===== src/cnn_num_pkg.sv =====
package cnn_num_pkg;

    // ========================================================================
    // number formats
    // ========================================================================

    // pixels, kernel taps, weights and quantized values
    typedef logic signed [7:0] pix_t;

    // 18 products of 8x8 bits
    typedef logic signed [20:0] acc_t;

    // fc dot product, 8 terms
    typedef logic signed [19:0] out_t;

    // ========================================================================
    // quantization
    // ========================================================================

    // feature >>> 9 gives the 8-bit value
    parameter int DEFAULT_QUANT_SHIFT = 9;

    parameter pix_t QMAX = 8'sd127;  // positive clip

endpackage


===== src/cnn_geom_pkg.sv =====
package cnn_geom_pkg;

    // ========================================================================
    // network geometry
    // ========================================================================
    parameter int IMG_DIM    = 6;  // image side
    parameter int KER_DIM    = 3;  // kernel side
    parameter int FMAP_DIM   = 4;  // IMG_DIM - KER_DIM + 1
    parameter int POOL_DIM   = 2;  // pooling block side
    parameter int NUM_BLOCKS = 4;  // pooled values per image
    parameter int VEC_LEN    = 8;  // two images worth of pooled values
    parameter int NUM_OUT    = 4;  // fc rows

    // ========================================================================
    // input schedule, in in_valid cycles
    // ========================================================================
    parameter int RUN_LEN    = 72;
    parameter int KER_CYCLES = 9;   // k 0..8
    parameter int WGT_CYCLES = 32;  // k 0..31
    parameter int IMG_CYCLES = 36;  // per image

    // 16 window positions of one image
    typedef logic [3:0] win_idx_t;

    // counts up to RUN_LEN
    typedef logic [6:0] run_cnt_t;

endpackage

===== src/input_loader.sv =====
`timescale 1ns/10ps

module input_loader (
    input  logic clk,
    input  logic rst_n,
    input  logic in_valid_i,
    input  logic mode_i,
    input  cnn_num_pkg::pix_t in_data_ch1_i,
    input  cnn_num_pkg::pix_t in_data_ch2_i,
    input  cnn_num_pkg::pix_t in_kernel_ch1_i,
    input  cnn_num_pkg::pix_t in_kernel_ch2_i,
    input  cnn_num_pkg::pix_t in_weight_i,
    output logic mode_o,
    output logic conv_start_o,
    output cnn_num_pkg::pix_t ker_ch1_o [cnn_geom_pkg::KER_DIM][cnn_geom_pkg::KER_DIM],
    output cnn_num_pkg::pix_t ker_ch2_o [cnn_geom_pkg::KER_DIM][cnn_geom_pkg::KER_DIM],
    output cnn_num_pkg::pix_t img_ch1_o [cnn_geom_pkg::IMG_DIM][cnn_geom_pkg::IMG_DIM],
    output cnn_num_pkg::pix_t img_ch2_o [cnn_geom_pkg::IMG_DIM][cnn_geom_pkg::IMG_DIM],
    output cnn_num_pkg::pix_t weights_o [cnn_geom_pkg::NUM_OUT][cnn_geom_pkg::VEC_LEN]
);

    import cnn_geom_pkg::*;
    import cnn_num_pkg::*;

    run_cnt_t   cnt_q;       // k of the current in_valid cycle
    run_cnt_t   img_pos;     // pixel index within its image
    logic       img_sel;     // 0: image 1, 1: image 2
    logic       img_done;    // last pixel of an image
    logic       cur_img_q;   // image handed to the conv engine
    logic [2:0] img_row, img_col;
    logic [1:0] ker_row, ker_col;
    logic [1:0] wgt_row;
    logic [2:0] wgt_col;

    // two image buffers, image 2 fills while image 1 is convolved
    pix_t img_ch1_q [2][IMG_DIM][IMG_DIM];
    pix_t img_ch2_q [2][IMG_DIM][IMG_DIM];

    assign img_sel  = (cnt_q >= run_cnt_t'(IMG_CYCLES));
    assign img_pos  = img_sel ? cnt_q - run_cnt_t'(IMG_CYCLES) : cnt_q;
    assign img_done = in_valid_i && (img_pos == run_cnt_t'(IMG_CYCLES - 1));

    assign img_row = 3'(img_pos / IMG_DIM);
    assign img_col = 3'(img_pos % IMG_DIM);
    assign ker_row = 2'(cnt_q / KER_DIM);
    assign ker_col = 2'(cnt_q % KER_DIM);
    assign wgt_row = 2'(cnt_q / VEC_LEN);
    assign wgt_col = 3'(cnt_q % VEC_LEN);

    // ========================================================================
    // run counter and conv start
    // ========================================================================
    always_ff @(posedge clk or negedge rst_n)
    begin
        if (!rst_n)
        begin
            cnt_q        <= '0;
            conv_start_o <= 1'b0;
            cur_img_q    <= 1'b0;
        end
        else
        begin
            cnt_q        <= in_valid_i ? cnt_q + 1'b1 : '0;
            conv_start_o <= img_done;  // cycle after k=35 / k=71
            if (img_done)
                cur_img_q <= img_sel;
        end
    end

    // ========================================================================
    // input stores
    // ========================================================================
    always_ff @(posedge clk)
    begin
        if (in_valid_i && cnt_q == '0)
            mode_o <= mode_i;
        if (in_valid_i && cnt_q < run_cnt_t'(KER_CYCLES))
        begin
            ker_ch1_o[ker_row][ker_col] <= in_kernel_ch1_i;
            ker_ch2_o[ker_row][ker_col] <= in_kernel_ch2_i;
        end
        if (in_valid_i && cnt_q < run_cnt_t'(WGT_CYCLES))
            weights_o[wgt_row][wgt_col] <= in_weight_i;  // one row per output
        if (in_valid_i && cnt_q < run_cnt_t'(RUN_LEN))
        begin
            img_ch1_q[img_sel][img_row][img_col] <= in_data_ch1_i;
            img_ch2_q[img_sel][img_row][img_col] <= in_data_ch2_i;
        end
    end

    assign img_ch1_o = img_ch1_q[cur_img_q];
    assign img_ch2_o = img_ch2_q[cur_img_q];

    // a run is exactly RUN_LEN cycles of in_valid
    assert property (@(posedge clk) disable iff (!rst_n)
        in_valid_i |-> cnt_q < run_cnt_t'(RUN_LEN));

endmodule


===== config.mk =====
export PLATFORM = sky130hd
export DESIGN_NAME = input_loader
export DESIGN_NICKNAME = d
export VERILOG_FILES = /design/src/cnn_num_pkg.sv /design/src/cnn_geom_pkg.sv /design/src/input_loader.sv
export SDC_FILE = /design/constraint.sdc
export NUM_CORES = 1
export LEC_CHECK = 0
export ABC_AREA = 1
export ABC_CLOCK_PERIOD_IN_PS = 6300
export BUFFER_PORTS_ARGS = -buffer_cell sky130_fd_sc_hd__buf_4
export CELL_PAD_IN_SITES_DETAIL_PLACEMENT = 1
export CELL_PAD_IN_SITES_GLOBAL_PLACEMENT = 2
export CORE_AREA = 3 3 401 403
export CTS_BUF_LIST = sky130_fd_sc_hd__clkbuf_8 sky130_fd_sc_hd__clkbuf_16
export CTS_CLUSTER_SIZE = 8
export DETAILED_ROUTE_END_ITERATION = 7
export DIE_AREA = 0 0 404 406
export PLACE_DENSITY_LB_ADDON = 0.1
export SLEW_MARGIN = 20
export SYNTH_ARGS = -nofsm -noshare
export SYNTH_HDL_FRONTEND = slang
export SYNTH_SLANG_ARGS = --single-unit

===== constraint.sdc =====
create_clock -name clk -period 6.3 [get_ports clk]
set_input_delay 0.315 -clock clk [delete_from_list [all_inputs] [get_ports clk]]
set_output_delay 0.315 -clock clk [all_outputs]
set_load 0.02 [all_outputs]

==> impl_metrics.yaml <==
cells_and_area:
  design.final.nets: 5158
  multi_input_area_um2: 8650
  area_delta_synth_final_pct: 29.9
  seq_area_um2: 46900
  finalCoreUtilization: 0.463
  n_fill_cell: 15847
  layout-drive-gt1-share: 0.284
yosys:
  ys_ff_latch: 1562
  ys.warnings.count: 0
  syn_inst: 3878
  synth.avg_cell_area_um2: 14.5
  syn_area_um2: 56200
  syn_nets: 3933
  synth_top_area_share: 0.829
  yosysSeqAreaShare: 0.833
  synthDistinctLibCells: 37
  netlist_top_cells_area: "edfxtp_1 83%, nand2_1 12%, clkbuf_1 0.90%, nor2_1 0.89%, nand4_1 0.41%"
  yosys.area.top_type: "edfxtp_1"
floorplanning:
  die_x_um: 404
  coreArea_um2: 158000
  io-pin-count: 1022
  die-area_um2: 164000
  dieHeight_um: 406
  start_util: 0.356
  rows: 146
timing:
  slew_headroom: 0.252
  finalSetupViolations: 0
  clock_skew_ns: 0.0910
  hold_violations: 0
  max_freq_mhz: 191
  rsz0062_at_grt: "false"
  finalCriticalPeriod_ns: 5.25
  worst-slew-pin-transition_ns: 1.12
  fin_crit_sh: 0.833
  setup_ws_ns: 1.05
  slew_violations: 0
  tns_ns: 0
grt:
  antenna_found_initial: 6
  track_usage: 0.244
  grt_pass1_vias: 36290
  grt_overflow: 0
  grt_max_degree: 189
  grt_pass1_wl_mm: 283
run:
  maxCapViolations: 0
pwr:
  p_sw_frac: 0.231
  power_w: 0.0233
  switching_power_w: 0.00539
  seqPwrFrac: 0.496
  clkPwrFrac: 0.440
  comb_power_share: 0.064
  ir_worst_vdd_v: 0.000221
  p_leak_nw: 28.9
  p_per_area_nw_per_um2: 319
  p_int_w: 0.0179
critical_path:
  worstPathRequired_ns: 6.71
  worstSetupPathType: "flop to flop"
  worstPathArrival_ns: 5.66
  path_max_fanout: 16
  cp-start-kind: "flop"
  end_kind: "flop"
  reg2regPathDepth: 22
run_status:
  status: "complete, no violations"
routing:
  ant_nets: 0
  via_per_inst: 4.84
  wirelength_mm: 202
  drcViolationCount: 0
  drt_iter0_drc: 2667
  num_vias: 34916
  drt-pass1-iter-count: 5
  wl_per_cell_um: 28.0
clocking:
  cts.repair.resized: 0
  clkLatencyLatePin_ns: 0.85
  cts_buffers: 214
  cts_root_buffer: "clkbuf_16"
  cts.sinks: 1562
  htreeDepth: 4
  cts_tree: "done"
  clk_pin_slew_ns: 0.05
  clockBufferDepth: 3
placed_design:
  dpl.hpwl_mm: 133
  numPortBuffers: 1021
  dp_slack_ns: 1.08
  gp_congestion: 0.806
worst_hold_path:
  whs_path_depth: 1
  min-delay-path-class: "input port to flop"
[per-stage QoR]
stage | hold slack [ns] | cells | cell area [um^2]
after detailed placement | 0.171 | 6917 | 66800
final | 0.0557 | 7216 | 73100
after global routing | 0.00629 | 7212 | 73100
after floorplan | 0.0194 | 3878 | 56200
after CTS | 0.00189 | 7212 | 73100
after global placement | 0.167 | 6917 | 66800
[flip-flops by register name, summed over array words and instances, names as in the netlist]
| signal | cells |
|---|---|
| img_ch1_q | 576 |
| img_ch2_q | 576 |
| weights_o | 256 |
| ker_ch1_o | 72 |
| ker_ch2_o | 72 |
| cnt_q | 7 |
| conv_start_o | 1 |
| cur_img_q | 1 |
| mode_o | 1 |
[kinds of logic after synthesis]
group,share of synthesized area
AO/OA/AOI/OAI,0.00278
XOR/XNOR,0.00102
adder cells (fa/ha/maj),0.00245
buffers and inverters,0.0149
flip-flops,0.833
AND/OR/NAND/NOR,0.146
[routing by layer]
layer / vias up / wire length (um) / GRT usage
met5: - / 13 / 0
met4: 2 / 4380 / 0.0604
met3: 204 / 14400 / 0.0685
met2: 1082 / 101000 / 0.414
met1: 17902 / 82400 / 0.308
li1: 15726 / - / -
[power groups by stage]
stage,Sequential [W],Clock [W],Combinational [W]
final,0.0116,0.0103,0.00149
after global routing,0.0116,0.0109,0.00159
after CTS,0.0116,0.0105,0.00153
after detailed placement,0.0118,0,0.00151
after global placement,0.0118,0,0.00150
after floorplan,0.0118,0,0.000542
[cell usage after synthesis]
library cell,n
nand3_1,43
nand2_1,1803
buf_1,7
nor2_4,7
or2_1,1
o211a_1,1
inv_4,2
nand4_1,37
buf_2,4
a21oi_2,2
nand3_2,13
buf_4,4
o311ai_1,1
edfxtp_1,1553
nand4_2,2
nor2_1,133
o21ai_0,6
nand4_4,1
clkbuf_1,135
o21ai_1,4
inv_2,20
buf_6,4
clkinv_1,1
nand2_2,10
nor3_1,6
nand2_4,3
nand3b_4,1
dfrtp_1,9
o21ai_2,2
ha_1,11
inv_1,31
nor2_2,3
a21oi_1,9
nand3_4,3
o211ai_1,1
xor2_1,4
xnor3_1,1
[cell usage in the layout, fill, tap and decap left out, types with 33 or more instances in the layout]
cell type / Yosys / routed
nand2_1: 1803 / 1803
buf_4: 4 / 1118
edfxtp_1: 1553 / 1553
dlygate4sd3_1: 0 / 42
inv_1: 31 / 52
clkbuf_16: 0 / 214
nand3_1: 43 / 43
nor2_1: 133 / 100
nand4_1: 37 / 37
nor2_2: 3 / 33
[path summary, 6_finish.rpt]
check                                       from           endpoint  slack (ns)
worst min register to register          cnt_q[5]           cnt_q[5]        0.68
min in group asynchronous                  rst_n           cnt_q[4]        0.64
worst max-delay path                    cnt_q[4]  img_ch1_q[1][282]        1.05
worst min-delay path            in_data_ch2_i[2]  img_ch2_q[0][194]        0.06
max in group asynchronous                  rst_n          cur_img_q        5.23
worst max register to register          cnt_q[4]  img_ch1_q[1][282]        1.05
[layout make-up]
| class | count | area share |
|---|---|---|
| Clock inverter | 39 | 0.00712 |
| Clock buffer | 214 | 0.0733 |
| Sequential cell | 1562 | 0.641 |
| Multi-Input combinational cell | 2108 | 0.118 |
| Antenna cell | 4 | 0.000137 |
| Tap cell | 2072 | 0.0355 |
| Inverter | 54 | 0.00294 |
| Timing Repair Buffer | 1163 | 0.121 |
[critical path, cell delays in order (launching register included)]
cell and delay (ns):
dfrtp_1 0.57, nor2_2 0.23, nand2_1 0.11, a21oi_2 0.17, nand2_4 0.22, inv_4 0.13, nor2_4 0.05, ha_1 0.33
o311ai_1 0.39, nand2_1 0.12, inv_2 0.10, nand3_2 0.13, nand2_2 0.10, nand2_2 0.07, a21oi_1 0.14, nand2_1 0.08
nand3_2 0.11, nand3_4 0.13, nand2_1 0.10, nand2_2 0.06, inv_2 0.35, nand4_1 0.35, nor2_2 0.78
[timing repair]
action                                 4_1_cts  5_1_grt
buffers inserted                             0        0
endpoints found under the hold margin      642        0
hold buffers                                42        0
Power figures use the tool's default switching activity.
