### config.mk
export PLATFORM = sky130hd
export DESIGN_NAME = pool_quant
export DESIGN_NICKNAME = d
export VERILOG_FILES = /design/src/cnn_num_pkg.sv /design/src/cnn_geom_pkg.sv /design/src/pool_quant.sv
export SDC_FILE = /design/constraint.sdc
export NUM_CORES = 1
export LEC_CHECK = 0
export BUFFER_PORTS_ARGS = -buffer_cell sky130_fd_sc_hd__clkbuf_2
export CORE_MARGIN = 2
export CORE_UTILIZATION = 32
export DETAILED_ROUTE_END_ITERATION = 8
export PLACE_DENSITY = 0.61
export SYNTH_ARGS = -nofsm -noshare
export SYNTH_HDL_FRONTEND = slang
export SYNTH_SLANG_ARGS = --single-unit
### constraint.sdc
create_clock -name clk -period 4.8 [get_ports clk]
set_input_delay 0.24 -clock clk [delete_from_list [all_inputs] [get_ports clk]]
set_output_delay 0.24 -clock clk [all_outputs]
set_load 0.005 [all_outputs]
### src/cnn_num_pkg.sv
package cnn_num_pkg;

    // ========================================================================
    // number formats
    // ========================================================================

    // pixels, kernel taps, weights and quantized values
    typedef logic signed [7:0] pix_t;

    // 18 products of 8x8 bits
    typedef logic signed [20:0] acc_t;

    // fc dot product, 8 terms
    typedef logic signed [19:0] out_t;

    // ========================================================================
    // quantization
    // ========================================================================

    // feature >>> 9 gives the 8-bit value
    parameter int DEFAULT_QUANT_SHIFT = 9;

    parameter pix_t QMAX = 8'sd127;  // positive clip

endpackage

### src/cnn_geom_pkg.sv
package cnn_geom_pkg;

    // ========================================================================
    // network geometry
    // ========================================================================
    parameter int IMG_DIM    = 6;  // image side
    parameter int KER_DIM    = 3;  // kernel side
    parameter int FMAP_DIM   = 4;  // IMG_DIM - KER_DIM + 1
    parameter int POOL_DIM   = 2;  // pooling block side
    parameter int NUM_BLOCKS = 4;  // pooled values per image
    parameter int VEC_LEN    = 8;  // two images worth of pooled values
    parameter int NUM_OUT    = 4;  // fc rows

    // ========================================================================
    // input schedule, in in_valid cycles
    // ========================================================================
    parameter int RUN_LEN    = 72;
    parameter int KER_CYCLES = 9;   // k 0..8
    parameter int WGT_CYCLES = 32;  // k 0..31
    parameter int IMG_CYCLES = 36;  // per image

    // 16 window positions of one image
    typedef logic [3:0] win_idx_t;

    // counts up to RUN_LEN
    typedef logic [6:0] run_cnt_t;

endpackage
### src/pool_quant.sv
`timescale 1ns/10ps

module pool_quant #(
    parameter int QUANT_SHIFT = cnn_num_pkg::DEFAULT_QUANT_SHIFT
) (
    input  logic clk,
    input  logic rst_n,
    input  logic feat_valid_i,
    input  cnn_num_pkg::acc_t feat_i,
    output logic vec_valid_o,
    output cnn_num_pkg::pix_t vec_o [cnn_geom_pkg::VEC_LEN]
);

    import cnn_geom_pkg::*;
    import cnn_num_pkg::*;

    localparam int   LAST_FEAT  = (VEC_LEN / NUM_BLOCKS) * FMAP_DIM * FMAP_DIM - 1;
    localparam int   LAST_ENTRY = VEC_LEN - 1;
    localparam acc_t SAT_LIM    = acc_t'(128 << QUANT_SHIFT);  // first value that clips

    logic [4:0] cnt_q;  // image, row, column of the incoming feature
    logic       f_img;
    logic [1:0] f_row, f_col;
    logic       blk_first, blk_last, run_end;
    logic [2:0] entry;
    acc_t       run_max;
    acc_t       blk_max;
    pix_t       q_val;

    acc_t max_q  [FMAP_DIM / POOL_DIM];  // one running max per block column
    pix_t work_q [VEC_LEN - 1];          // entries before the last one

    assign f_img     = cnt_q[4];
    assign f_row     = cnt_q[3:2];
    assign f_col     = cnt_q[1:0];
    assign blk_first = !f_row[0] && !f_col[0];
    assign blk_last  = f_row[0] && f_col[0];  // bottom-right of the block
    assign run_end   = feat_valid_i && (cnt_q == 5'(LAST_FEAT));
    assign entry     = {f_img, f_row[1], f_col[1]};
    assign run_max   = max_q[f_col[1]];

    assign blk_max = (blk_first || feat_i > run_max) ? feat_i : run_max;

    // input is never negative after activation
    assign q_val = (blk_max >= SAT_LIM) ? QMAX : pix_t'(blk_max >>> QUANT_SHIFT);

    always_ff @(posedge clk or negedge rst_n)
    begin
        if (!rst_n)
        begin
            cnt_q       <= '0;
            vec_valid_o <= 1'b0;
        end
        else
        begin
            vec_valid_o <= run_end;
            if (feat_valid_i)
                cnt_q <= cnt_q + 1'b1;
        end
    end

    always_ff @(posedge clk)
    begin
        if (feat_valid_i)
        begin
            max_q[f_col[1]] <= blk_max;
            if (blk_last && entry != 3'(LAST_ENTRY))
                work_q[entry] <= q_val;
        end
        // publish the whole vector at once so it holds through the next run
        if (run_end)
        begin
            for (int i = 0; i < LAST_ENTRY; i++)
                vec_o[i] <= work_q[i];
            vec_o[LAST_ENTRY] <= q_val;
        end
    end

    assert property (@(posedge clk) disable iff (!rst_n)
        feat_valid_i |-> !$isunknown(feat_i));

endmodule

==> results_tabular.tex <==
\begin{tabular}{lr}
\hline
Metric & Value \\
\hline
\multicolumn{2}{l}{\textbf{Logic synthesis}} \\
\quad Number of register bits inferred by synthesis & 168 \\
\quad Synth warn & 0 \\
\quad Most area-hungry cell type in the Yosys netlist & sky130\_fd\_sc\_hd\_\_edfxtp\_1 \\
\quad Flip-flop cell with the highest count after synthesis & sky130\_fd\_sc\_hd\_\_edfxtp\_1 \\
\quad Synth top area share & 76.1\% \\
\quad Synthesized Nets & 396 \\
\quad Gate count after technology mapping & 349 \\
\quad Mean post-synth cell area & 18.3 µm² \\
\quad Fraction of registers with async set or reset after synthesis & 3.57\% \\
\quad Cell variety after synth & 40 \\
\quad Synth area leaders & sky130\_fd\_sc\_hd\_\_edfxtp\_1 (76\%), sky130\_fd\_sc\_hd\_\_mux2i\_1 (5.8\%), sky130\_fd\_sc\_hd\_\_ha\_1 (4.5\%) \\
\quad Proportion of synthesized chip area in sequential cells & 78.5\% \\
\quad Mapped Area & 6390 µm² \\
\quad Number of synthesized flops with an enable pin & 162 \\
\multicolumn{2}{l}{\textbf{Critical path}} \\
\quad Setup crit start kind & flip-flop \\
\quad Crit path DAT & 4.29 ns \\
\quad Critical path's slowest cell & sky130\_fd\_sc\_hd\_\_a31oi\_1 \\
\quad Worst Path Max Fanout & 18 \\
\quad Required time at the endpoint of the critical path & 4.91 ns \\
\quad Worst-path cell chain & buf\_4, mux2i\_1, ha\_1, nand4\_1, nor4\_2, nand3\_1, o211ai\_1, nand3\_2, a31oi\_1 \\
\quad Path depth of the worst reg2reg path & 9 \\
\quad Crit path capture type & flip-flop \\
\quad Worst setup slack for register-to-register paths & 0.61 ns \\
\quad Critical Setup Path Class & flip-flop to flip-flop \\
\quad Maximum single-stage delay on the critical path & 0.84 ns \\
\multicolumn{2}{l}{\textbf{Floorplanning}} \\
\quad Ports & 89 \\
\quad Die Area & 21100 µm² \\
\quad Starting utilization of the core area & 32.7\% \\
\quad Horizontal extent of the die & 145 µm \\
\quad Core area & 19500 µm² \\
\quad Cell Rows & 51 \\
\quad Chip height & 145 µm \\
\multicolumn{2}{l}{\textbf{Placement}} \\
\quad HPWL after detailed placement & 8290 µm \\
\quad Input/output buffers & 88 \\
\quad Routability congestion estimate from global placement & 0.792 \\
\multicolumn{2}{l}{\textbf{Clock network}} \\
\quad Total clock buffers created by CTS & 17 \\
\quad Clock edge transition at the registers on the reported setup and hold paths & 0.07 ns \\
\quad TritonCTS sink count & 168 \\
\quad Cells resized by post-CTS repair & 0 \\
\quad Buffer type at the clock tree root & sky130\_fd\_sc\_hd\_\_clkbuf\_16 \\
\quad Number of levels the H-tree was split into & 4 \\
\quad Source-to-sink clock delay at the later pin of the worst-skew pair & 0.42 ns \\
\quad TritonCTS clock tree & built \\
\quad Clock Tree Buf Depth & 2 \\
\multicolumn{2}{l}{\textbf{Power}} \\
\quad Internal power & 0.00321 W \\
\quad Switching power as a share of total power & 30.5\% \\
\quad Sequential share of power & 45.8\% \\
\quad LEAKAGE & 2.94 nW \\
\quad Power per standard cell area & 593 nW/µm² \\
\quad Net switching power & 0.00141 W \\
\quad Power share of the clock group & 29.3\% \\
\quad Peak supply drop & 0.268 mV \\
\quad Comb pwr share & 24.8\% \\
\multicolumn{2}{l}{\textbf{Final layout}} \\
\quad Fillers & 1804 \\
\quad Post-synthesis to final-layout area growth & 22.0\% \\
\quad Fraction of layout instances using a drive strength above 1 & 29.5\% \\
\quad \# diodes & 0 \\
\quad Final net count & 505 \\
\quad Core occupancy in the finished layout & 39.9\% \\
\multicolumn{2}{l}{\textbf{Job}} \\
\quad Number of maximum-capacitance violations & 0 \\
\multicolumn{2}{l}{\textbf{Route}} \\
\quad WL final & 11800 µm \\
\quad Post-DRT Antenna Nets & 0 \\
\quad Wire per inst & 16.0 µm \\
\quad Iteration-0 DRC Markers & 227 \\
\quad Number of detailed-routing iterations run before antenna repair & 4 \\
\quad Total number of vias & 3316 \\
\quad Number of DRC violations after detailed routing & 0 \\
\quad Via count normalized by instance count & 4.51 \\
\multicolumn{2}{l}{\textbf{STA}} \\
\quad Setup TNS & 0 ns \\
\quad Setup repair after global routing missed its margin & no \\
\quad Total count of hold-check failures in the final report & 0 \\
\quad Relative max-transition margin & 35.0\% \\
\quad Tcrit/Tclk final & 87.3\% \\
\quad Max frequency & 239 MHz \\
\quad Worst setup skew after layout & 0.00698 ns \\
\quad Slew @ Worst Pin & 0.972 ns \\
\quad Final setup violating endpoints & 0 \\
\quad Time the final worst path needs with I/O delays and setup & 4.19 ns \\
\quad Count of pins over their slew limit & 0 \\
\multicolumn{2}{l}{\textbf{GRT}} \\
\quad Via count of the first global-routing pass & 3328 \\
\quad Total Routing Usage GR & 11.5\% \\
\quad Global-route wire length before repair & 18400 µm \\
\quad Total overflow reported by the global router & 0 \\
\quad Largest net degree at the start of global routing & 44 \\
\quad Initial antenna violation count & 0 \\
\multicolumn{2}{l}{\textbf{Status}} \\
\quad Outcome & finished clean \\
\multicolumn{2}{l}{\textbf{Worst hold path}} \\
\quad Cells on Worst Hold Path & 2 \\
\quad Type of the worst min-delay path & primary input to flip-flop \\
\hline
\end{tabular}
cell type report:
type                    count  area (µm²)  share of cell area, %
repair buffers             99         526                   6.74
multi-input cells         150        1230                   15.8
inverters                  22        82.6                   1.06
well taps                 265         332                   4.26
clock buffers              17         425                   5.46
clock inverters            15         179                   2.30
flip-flops and latches    168        5010                   64.4
sequential cells by signal, summed over array words and instances (netlist names):
register and flops:
work_q 56, vec_valid_o 1, cnt_q 5, vec_o 64
max_q 42
cell usage after synthesis (3+ instances only):
library cell and instances:
sky130_fd_sc_hd__mux2i_1 37, sky130_fd_sc_hd__ha_1 23, sky130_fd_sc_hd__nand2_1 10, sky130_fd_sc_hd__edfxtp_1 162
sky130_fd_sc_hd__clkbuf_1 4, sky130_fd_sc_hd__dfrtp_1 6, sky130_fd_sc_hd__a31oi_1 7, sky130_fd_sc_hd__inv_1 22
sky130_fd_sc_hd__o21ai_0 3, sky130_fd_sc_hd__mux2_2 5, sky130_fd_sc_hd__nor2_1 15, sky130_fd_sc_hd__nand3_1 4
sky130_fd_sc_hd__a21oi_1 10, sky130_fd_sc_hd__mux2_1 3, sky130_fd_sc_hd__and4_1 7
layer usage:
metal | up-vias | track usage, % | part of all wire, %
li1 | 1564 | - | -
met2 | 111 | 18.1 | 47
met3 | 8 | 3.84 | 5.6
met5 | - | 0 | 0
met4 | 0 | 3.33 | 0.79
met1 | 1633 | 15.2 | 47
cell usage in the layout (no fill, tap or decap), drive strengths merged, types with 8 or more instances in the layout:
cell type	instances
a21oi	10
clkbuf	105
ha	23
edfxtp	162
inv	29
mux2	8
nor2	15
buf	10
mux2i	37
nand2	10
through the flow:
stage	instance area (µm²)	hold slack (ns)	worst slack [ns]	instances	total power [W]
6_report	7790	0.102	0.611	736	0.00462
2_1_floorplan	6390	-0.0556	0.829	349	0.00299
3_3_place_gp	7180	0.0937	0.902	703	0.00326
3_5_place_dp	7180	0.0961	0.563	703	0.00331
5_1_grt	7790	0.110	0.212	736	0.00486
4_1_cts	7790	0.0837	0.527	736	0.00467
critical path: cells and delay by family, from the launching register on:
| family | cells | cell delay, ns |
|---|---|---|
| DFF | 1 | 0.58 |
| AOI/OAI and AO/OA | 2 | 1.26 |
| buffers and inverters | 1 | 0.38 |
| muxes | 1 | 0.35 |
| and+or+nand+nor | 4 | 1.10 |
| adders and majority gates | 1 | 0.19 |
cell families (layout without fill, tap and decap cells):
family          after synthesis  in the layout  synth area share [%]
flops                       168            168                  78.5
simple gates                 53             53                  4.66
compound gates               26             26                  2.49
mux                          45             45                  7.21
buf+inv                      31            153                  2.23
fa+ha+maj                    23             23                  4.50
xor+xnor                      3              3                 0.411
power by group through the flow:
| stage | registers, W | clock network, W | logic (W) |
|---|---|---|---|
| after global placement | 0.00215 | 0 | 0.00111 |
| after detailed placement | 0.00215 | 0 | 0.00116 |
| after floorplan | 0.00212 | 0 | 0.000869 |
| final | 0.00212 | 0.00136 | 0.00115 |
| after CTS | 0.00212 | 0.00138 | 0.00116 |
| after global routing | 0.00214 | 0.00143 | 0.00128 |
repair_timing:
item,in CTS,in global routing
setup buffers,0,0
setup endpoints to repair,0,0
hold buffers,1,0
hold endpoints to repair,6,0
path summary, 6_finish.rpt:
path,start,endpoint
max,cnt_q[1],work_q[4][0]
min,feat_valid_i,cnt_q[0]
max reg2reg,cnt_q[1],work_q[4][0]
min reg2reg,work_q[1][5],vec_o[53]
max in group asynchronous,rst_n,cnt_q[2]
min in group asynchronous,rst_n,cnt_q[0]
No activity file was read; power rests on OpenSTA's default activity.
